### src/include/cpu_settings.svh
`ifndef CPU_SETTINGS_SVH
`define CPU_SETTINGS_SVH

`define CPU_DATA_W    8      // data and register width
`define CPU_ADDR_W    8      // memory address width

`define CPU_RESET_PC  8'h00  // first fetch address
`define CPU_DATA_BASE 8'hE0  // start of the 32-byte data region

`endif

### src/verilog/cpu_isa_pkg.sv
package cpu_isa_pkg;

    // instruction byte is {type[1:0], srcdst, operand[4:0]}
    typedef enum logic [1:0] {
        OP_JUMP  = 2'b00,   // pc <= {srcdst, operand}
        OP_LOAD  = 2'b01,
        OP_STORE = 2'b10,
        OP_ADD   = 2'b11    // a + b mod 256
    } opcode_t;

    typedef enum logic {
        REG_A = 1'b0,
        REG_B = 1'b1
    } reg_sel_t;

endpackage

### src/verilog/cpu_bus_pkg.sv
package cpu_bus_pkg;

    // encoded as {en, ready}; 2'b01 is a stage draining after en fell
    typedef enum logic [1:0] {
        IDLE     = 2'b00,
        BUSY     = 2'b10,
        COMPLETE = 2'b11
    } stage_state_t;

    typedef enum logic {
        REQ_FETCH = 1'b0,
        REQ_EXEC  = 1'b1
    } requester_t;

endpackage

### src/verilog/fetch_unit.sv
`timescale 1ns/100ps
`include "cpu_settings.svh"

module fetch_unit
    import cpu_bus_pkg::*;
(
    input  logic                   clk,
    input  logic                   rst,
    input  logic                   en,
    input  logic [`CPU_ADDR_W-1:0] pc,
    input  logic [`CPU_DATA_W-1:0] data_in,
    input  logic                   mem_ready,
    output logic [`CPU_ADDR_W-1:0] addr,
    output logic                   mem_req,
    output logic [`CPU_DATA_W-1:0] inst,
    output logic                   ready
);

    stage_state_t state;

    assign state = stage_state_t'({en, ready});

    always_ff @(posedge clk) begin
        if (!rst) begin
            mem_req <= 1'b0;
            ready   <= 1'b0;
        end else if (state == BUSY) begin
            if (!mem_req) begin
                mem_req <= 1'b1;
            end else if (mem_ready) begin
                mem_req <= 1'b0;
                ready   <= 1'b1;
            end
        end else if (!en) begin
            mem_req <= 1'b0;   // drop a request that lost its enable
            ready   <= 1'b0;
        end
    end

    always_ff @(posedge clk) begin
        if (state == BUSY && !mem_req)
            addr <= pc;
        if (state == BUSY && mem_req && mem_ready)
            inst <= data_in;   // byte valid with mem_ready
    end

endmodule

### src/verilog/decode_unit.sv
`timescale 1ns/100ps
`include "cpu_settings.svh"

module decode_unit
    import cpu_isa_pkg::*;
(
    input  logic                   clk,
    input  logic                   rst,
    input  logic                   en,
    input  logic [`CPU_DATA_W-1:0] inst,
    output opcode_t                op,
    output reg_sel_t               srcdst,
    output logic [5:0]             target,
    output logic                   ready
);

    always_ff @(posedge clk) begin
        if (!rst)
            ready <= 1'b0;
        else if (!en)
            ready <= 1'b0;
        else if (!ready)
            ready <= 1'b1;   // one cycle after en
    end

    always_ff @(posedge clk) begin
        if (en && !ready) begin
            op     <= opcode_t'(inst[7:6]);
            srcdst <= reg_sel_t'(inst[5]);
            target <= inst[5:0];   // jump field, low 5 bits are the operand
        end
    end

endmodule

### src/verilog/execute_unit.sv
`timescale 1ns/100ps
`include "cpu_settings.svh"

module execute_unit
    import cpu_isa_pkg::*;
(
    input  logic                   clk,
    input  logic                   rst,
    input  logic                   en,
    input  opcode_t                op,
    input  logic [4:0]             operand,
    input  logic [`CPU_DATA_W-1:0] val1,
    input  logic [`CPU_DATA_W-1:0] val2,
    input  logic                   mem_ready,
    input  logic [`CPU_DATA_W-1:0] mem_data_in,
    output logic [`CPU_ADDR_W-1:0] mem_addr,
    output logic [`CPU_DATA_W-1:0] mem_data_out,
    output logic                   mem_req,
    output logic                   we,
    output logic [`CPU_DATA_W-1:0] result,
    output logic                   ready
);

    logic start;
    logic mem_done;
    logic is_mem_op;

    assign start     = en && !ready && !mem_req;
    assign mem_done  = en && mem_req && mem_ready;
    assign is_mem_op = (op == OP_LOAD) || (op == OP_STORE);

    always_ff @(posedge clk) begin
        if (!rst) begin
            mem_req <= 1'b0;
            we      <= 1'b0;
            ready   <= 1'b0;
        end else if (!en) begin
            mem_req <= 1'b0;
            we      <= 1'b0;
            ready   <= 1'b0;
        end else if (start) begin
            if (is_mem_op) begin
                mem_req <= 1'b1;
                we      <= (op == OP_STORE);
            end else begin
                ready   <= 1'b1;   // add finishes in one cycle
            end
        end else if (mem_done) begin
            mem_req <= 1'b0;
            we      <= 1'b0;
            ready   <= 1'b1;
        end
    end

    always_ff @(posedge clk) begin
        if (start) begin
            mem_addr     <= `CPU_DATA_BASE + `CPU_ADDR_W'(operand);
            mem_data_out <= val1;
            if (op == OP_ADD)
                result <= val1 + val2;
        end
        if (mem_done && op == OP_LOAD)
            result <= mem_data_in;
    end

endmodule

### src/verilog/writeback_unit.sv
`timescale 1ns/100ps
`include "cpu_settings.svh"

module writeback_unit
    import cpu_isa_pkg::*;
(
    input  logic                   clk,
    input  logic                   rst,
    input  logic                   en,
    input  opcode_t                op,
    input  reg_sel_t               srcdst,
    input  logic [`CPU_DATA_W-1:0] val,
    output logic [`CPU_DATA_W-1:0] a,
    output logic [`CPU_DATA_W-1:0] b,
    output logic                   ready
);

    logic write;

    assign write = en && !ready && (op == OP_LOAD || op == OP_ADD);

    always_ff @(posedge clk) begin
        if (!rst) begin
            a     <= '0;
            b     <= '0;
            ready <= 1'b0;
        end else begin
            ready <= en;   // store completes without a write
            if (write && srcdst == REG_A)
                a <= val;
            if (write && srcdst == REG_B)
                b <= val;
        end
    end

endmodule

### src/verilog/cpu_core.sv
`timescale 1ns/100ps
`include "cpu_settings.svh"

module cpu_core
    import cpu_isa_pkg::*;
    import cpu_bus_pkg::*;
(
    input  logic                   clk,
    input  logic                   rst,
    input  logic [`CPU_DATA_W-1:0] data_in,
    input  logic                   mem_ready,
    output logic [`CPU_ADDR_W-1:0] addr,
    output logic [`CPU_DATA_W-1:0] data_out,
    output logic                   we,
    output logic                   mem_req
);

    logic [`CPU_ADDR_W-1:0] pc;
    logic [`CPU_DATA_W-1:0] reg_a, reg_b;
    requester_t             mem_owner;

    logic                   fetch_en, fetch_ready, fetch_mem_req, fetch_mem_ready;
    logic [`CPU_ADDR_W-1:0] fetch_addr;
    logic [`CPU_DATA_W-1:0] fetch_inst;

    logic                   dec_en, dec_ready;
    logic [`CPU_DATA_W-1:0] dec_inst;
    opcode_t                dec_op;
    reg_sel_t               dec_srcdst;
    logic [5:0]             dec_target;

    logic                   exec_en, exec_ready, exec_mem_req, exec_mem_ready, exec_we;
    opcode_t                exec_op;
    reg_sel_t               exec_srcdst;
    logic [4:0]             exec_operand;
    logic [`CPU_DATA_W-1:0] exec_val1, exec_val2, exec_data_out, exec_result;
    logic [`CPU_ADDR_W-1:0] exec_addr;

    logic                   wb_en, wb_ready;
    opcode_t                wb_op;
    reg_sel_t               wb_srcdst;

    stage_state_t fetch_state, dec_state, exec_state, wb_state;
    logic         fetch_quiet, fetch_start, fetch_to_dec, dec_issue, exec_to_wb;

    assign fetch_state = stage_state_t'({fetch_en, fetch_ready});
    assign dec_state   = stage_state_t'({dec_en, dec_ready});
    assign exec_state  = stage_state_t'({exec_en, exec_ready});
    assign wb_state    = stage_state_t'({wb_en, wb_ready});

    // a fetch dropped by a jump must finish on the port before the next one starts
    assign fetch_quiet  = !fetch_mem_req && !(mem_req && mem_owner == REQ_FETCH);
    assign fetch_start  = fetch_state == IDLE && exec_state != BUSY && fetch_quiet;
    assign fetch_to_dec = fetch_state == COMPLETE && dec_state == IDLE;
    assign dec_issue    = dec_state == COMPLETE && exec_state == IDLE && wb_state == IDLE;
    assign exec_to_wb   = exec_state == COMPLETE && wb_state == IDLE;

    fetch_unit u_fetch (
        .clk(clk), .rst(rst), .en(fetch_en), .pc(pc),
        .data_in(data_in), .mem_ready(fetch_mem_ready),
        .addr(fetch_addr), .mem_req(fetch_mem_req),
        .inst(fetch_inst), .ready(fetch_ready)
    );

    decode_unit u_decode (
        .clk(clk), .rst(rst), .en(dec_en), .inst(dec_inst),
        .op(dec_op), .srcdst(dec_srcdst), .target(dec_target), .ready(dec_ready)
    );

    execute_unit u_execute (
        .clk(clk), .rst(rst), .en(exec_en), .op(exec_op), .operand(exec_operand),
        .val1(exec_val1), .val2(exec_val2),
        .mem_ready(exec_mem_ready), .mem_data_in(data_in),
        .mem_addr(exec_addr), .mem_data_out(exec_data_out),
        .mem_req(exec_mem_req), .we(exec_we),
        .result(exec_result), .ready(exec_ready)
    );

    writeback_unit u_writeback (
        .clk(clk), .rst(rst), .en(wb_en), .op(wb_op), .srcdst(wb_srcdst),
        .val(exec_result), .a(reg_a), .b(reg_b), .ready(wb_ready)
    );

    always_ff @(posedge clk) begin
        if (!rst) begin
            pc       <= `CPU_RESET_PC;
            fetch_en <= 1'b0;
            dec_en   <= 1'b0;
            exec_en  <= 1'b0;
            wb_en    <= 1'b0;
        end else begin
            if (fetch_start)
                fetch_en <= 1'b1;
            if (fetch_to_dec) begin
                fetch_en <= 1'b0;
                dec_en   <= 1'b1;
                pc       <= pc + 1'b1;
            end
            if (dec_issue) begin
                dec_en <= 1'b0;
                if (dec_op == OP_JUMP) begin
                    pc       <= `CPU_ADDR_W'(dec_target);
                    fetch_en <= 1'b0;   // discard whatever was fetched
                end else begin
                    exec_en <= 1'b1;
                end
            end
            if (exec_to_wb) begin
                exec_en <= 1'b0;
                wb_en   <= 1'b1;
            end
            if (wb_state == COMPLETE)
                wb_en <= 1'b0;
        end
    end

    always_ff @(posedge clk) begin
        if (fetch_to_dec)
            dec_inst <= fetch_inst;
        if (dec_issue) begin
            exec_op      <= dec_op;
            exec_operand <= dec_target[4:0];
            exec_srcdst  <= dec_srcdst;
            exec_val1    <= (dec_op == OP_STORE && dec_srcdst == REG_B) ? reg_b : reg_a;
            exec_val2    <= reg_b;
        end
        if (exec_to_wb) begin
            wb_op     <= exec_op;
            wb_srcdst <= exec_srcdst;
        end
    end

    // execute wins unless a fetch already holds the port
    assign fetch_mem_ready = mem_req && mem_owner == REQ_FETCH && mem_ready;
    assign exec_mem_ready  = mem_req && mem_owner == REQ_EXEC && mem_ready;

    always_ff @(posedge clk) begin
        if (!rst) begin
            mem_req   <= 1'b0;
            we        <= 1'b0;
            mem_owner <= REQ_FETCH;
        end else if (mem_req) begin
            if (mem_ready) begin
                mem_req <= 1'b0;   // low for at least one cycle
                we      <= 1'b0;
            end
        end else if (exec_mem_req) begin
            mem_req   <= 1'b1;
            we        <= exec_we;
            mem_owner <= REQ_EXEC;
        end else if (fetch_mem_req) begin
            mem_req   <= 1'b1;
            we        <= 1'b0;
            mem_owner <= REQ_FETCH;
        end
    end

    always_ff @(posedge clk) begin
        if (!mem_req && exec_mem_req) begin
            addr     <= exec_addr;
            data_out <= exec_data_out;
        end else if (!mem_req && fetch_mem_req) begin
            addr     <= fetch_addr;
        end
    end

endmodule

### config.mk
export PLATFORM = sky130hd
export DESIGN_NAME = cpu_core
export DESIGN_NICKNAME = d
export VERILOG_FILES = /design/src/verilog/cpu_isa_pkg.sv /design/src/verilog/cpu_bus_pkg.sv /design/src/verilog/fetch_unit.sv /design/src/verilog/decode_unit.sv /design/src/verilog/execute_unit.sv /design/src/verilog/writeback_unit.sv /design/src/verilog/cpu_core.sv
export VERILOG_INCLUDE_DIRS = /design/src /design/src/include
export SDC_FILE = /design/constraint.sdc
export NUM_CORES = 1
export LEC_CHECK = 0
export ABC_AREA = 1
export BUFFER_PORTS_ARGS = -buffer_cell sky130_fd_sc_hd__buf_2
export CAP_MARGIN = 0
export CORE_ASPECT_RATIO = 0.6
export CORE_MARGIN = 1.5
export CORE_UTILIZATION = 55
export DETAILED_ROUTE_END_ITERATION = 10
export GPL_TIMING_DRIVEN = 0
export PLACE_DENSITY = 0.79
export SETUP_SLACK_MARGIN = 0.05
export SYNTH_ARGS = -nofsm -noshare
export SYNTH_HDL_FRONTEND = slang
export SYNTH_HIERARCHICAL = 1
export SYNTH_SLANG_ARGS = --single-unit
### constraint.sdc
create_clock -name clk -period 3 [get_ports clk]
set_clock_uncertainty 0.2 [all_clocks]
set_input_delay 0.15 -clock clk [delete_from_list [all_inputs] [get_ports clk]]
set_output_delay 0.15 -clock clk [all_outputs]
set_load 0.005 [all_outputs]
==> summary by stage <==
Outcome
The run finished with clean final reports.

Finish
For this run, the post-layout net count is 596. The fraction of final layout cells sized beyond drive strength 1 is 15.7%. Compared with the post-synthesis result, the final layout area differs by 18.3%. The number of antenna diodes in the final layout is 0. Measured on the finished design, the core utilization comes to 66.4%.

STA
The setup total negative slack is 0 ns. The count of endpoints failing hold in the final timing report is 0. The count of pins over their slew limit was 0. The worst pin sits at a relative slew slack of 32.3%. Of the available clock period, the critical path in the final layout requires 76.2%.

The clock period could shrink to 2.29 ns. The count of endpoints failing setup in the final report is 0. The transition at the pin with the smallest max-transition slack is 1.01 ns.

For this run, the top clock speed supported by timing is 437 MHz. Setup repair after global routing left no endpoint under its margin.

Floorplan
The initial core utilization is 56.2%. From bottom edge to top edge, the die measures 80.4 um. The die is 132 um wide. The placeable core region is 9770 sq um. The number of primary I/O pins is 29. The die covers 10600 sq um. The floorplan row count is 28.

Clock network
Counting along the longest clock path gives a buffer depth of 2. The total clock sinks is 133. The root buffer cell chosen for the clock tree is sky130_fd_sc_hd__clkbuf_16. The number of post-CTS setup repair buffers is 0. TritonCTS built the clock tree. The H-tree was split into 4 levels. The insertion delay of the later-clocked pin in the worst-skew pair is 0.42 ns. The clock-pin slew reported for the worst setup and hold paths after clock tree synthesis is 0.05 ns. The total CTS buffers is 17.

Min path
The path class of the tightest hold or removal check is reg -> reg. The startpoint identified for the worst hold timing path is dec_inst[4].

Detailed routing
The number of nets with antenna violations after routing is 0. The routed length per placed instance is 14.5 um. Summed over all nets, wire length on met2 after detailed routing comes to 4.28 mm.

The aggregate routed wire length is 10.5 mm. After detailed routing, the number of vias per cell comes to 5.10. The overall via count from detail_route is 3677.

The first detailed-routing pass took 5 iterations. The detailed router put a total of 5.05 mm of wire on met1. The detailed-route DRC error count is 0. After detailed routing, no signal wire sits above met4.

The wire length on met3 is 1.02 mm. In this run, the number of DRC markers left after iteration 0 of detailed routing was 254.

Power
Net switching is 18.7% of the power. Registers are responsible for 48.6% of the overall power. Combinational logic is responsible for 1.7% of the overall power. The clock network burns 49.6% of the power. The leakage dissipation is 2.64 nW. The switching power of the nets is 758 uW. In this run the power density over the cells is 626 nW/um^2. The internal power component is 3.31 mW.

The highest ir drop seen on vdd is 510 uV.

Critical path
STA classifies the critical path startpoint as a register. The required time at the endpoint of the critical path is 2.95 ns. The signal on the critical path passes through ha_1 -> inv_1 -> fa_1 -> inv_1 -> nand2_1 -> nand2_1 -> nand3b_1 -> nand2_1 -> nand2_1 -> nand3_1 -> nand2_1. By startpoint and endpoint, the worst setup path is classified as reg -> reg. The arrival time at the worst endpoint is 2.24 ns. The maximum fanout count along the critical path is 2. The launching element of the worst setup path is exec_val1[0]. The worst setup path is captured at a register. The largest stage delay on the critical path is 0.41 ns. The cell repeated most along the worst path is sky130_fd_sc_hd__nand2_1.

Among all stages on the critical path, the largest delay is contributed by sky130_fd_sc_hd__edfxtp_1. The worst register-to-register path begins at exec_val1[0].

Placed design
In this run the tool buffered the top-level ports with 28 buffer cells. The routability congestion estimate from global placement is 0.911. The detailed placement HPWL is 7.37 mm.

Global route
The first global-routing pass estimated 16.5 mm of wire. The overall global routing resource usage is 21.6%. The number of global-route vias before repair is 3366. After global routing the overflow that remains totals 0. Entering global routing, the biggest net connects 26 pins. The number of antenna violations at the first check in global routing is 0.

Logic synthesis
The count of mapped cells out of synthesis is 514. In this run the cell area of the synthesized design comes to 5490 sq um. The number of warnings issued by yosys is 6.

The average cell area after synthesis is 10.7 sq um.

Run
The max-capacitance violation count is 0.
[sequential cells by signal, summed over array words and instances, names as in the netlist, 2 cells and up]
| name | flops |
|---|---|
| exec_op | 2 |
| addr | 8 |
| u_decode/op | 2 |
| u_writeback/b | 8 |
| u_writeback/a | 8 |
| data_out | 8 |
| exec_val1 | 8 |
| u_execute/mem_data_out | 8 |
| u_fetch/addr | 8 |
| dec_inst | 8 |
| exec_operand | 5 |
| u_execute/result | 8 |
| u_decode/target | 5 |
| pc | 8 |
| u_fetch/inst | 8 |
| exec_val2 | 8 |
| u_execute/mem_addr | 5 |
[per-layer routing]
metal,vias up,global-route usage (%)
met5,-,0
met4,0,8.89
met3,12,7.45
met2,170,30.2
met1,1686,30.9
li1,1809,-
[final cells by class]
cell class	instances	area (sq um)
fill	691	3280
buffer	12	83.8
multi-input combinational	298	1520
clock inverter	9	100
sequential	133	3610
timing repair buffer	38	240
tap	135	169
inverter	73	275
clock buffer	23	489
[power by group through the flow]
stage	registers [mW]	logic [mW]	clock network, mW
detailed placement	2.01	0.0595	0
global route	1.98	0.0773	2.13
finish	1.98	0.0707	2.02
floorplan	2.01	0.0346	0
global placement	2.01	0.0577	0
CTS	1.98	0.0699	2.04
[cell usage in the layout, fill, tap and decap left out, drive strengths merged, types with 8 or more instances in the layout]
cell type,n
clkinv,9
nand2,137
inv,70
mux2,8
dfxtp,38
buf,40
nor2,50
nand3,35
a21oi,21
edfxtp,95
dlygate4sd3,10
o21ai,10
ha,11
clkbuf,23
[critical path, delay by kind of cell (launching register included)]
kind                       cells  cell delay [ns]
adders and majority gates      2             0.65
buffers and inverters          2             0.15
and+or+nand+nor                7             0.61
DFF                            1             0.41
[worst paths after layout]
path,end,slack (ns),cells past startpoint
max reg2reg,u_execute/result[6],0.71,11
min reg2reg,u_decode/target[4],0.22,0
max,u_execute/result[6],0.71,11
min,u_decode/target[4],0.22,0
[stage by stage]
step | cells | cell area [sq um] | hold slack [ns] | total power, mW | setup WS, ns
after floorplan | 516 | 5500 | 0.0476 | 2.05 | 1.20
after global placement | 679 | 5810 | 0.146 | 2.07 | 0.874
after detailed placement | 679 | 5810 | 0.147 | 2.07 | 0.820
after CTS | 721 | 6490 | 0.216 | 4.09 | 0.793
after global routing | 721 | 6490 | 0.222 | 4.19 | 0.657
final | 721 | 6490 | 0.216 | 4.07 | 0.714
[what timing repair did]
| action | in CTS | in global routing |
|---|---|---|
| resized for setup | 0 | 0 |
| hold buffers | 10 | 0 |
| endpoints found under the hold margin | 27 | 0 |
(Power assumes the default switching activity.)
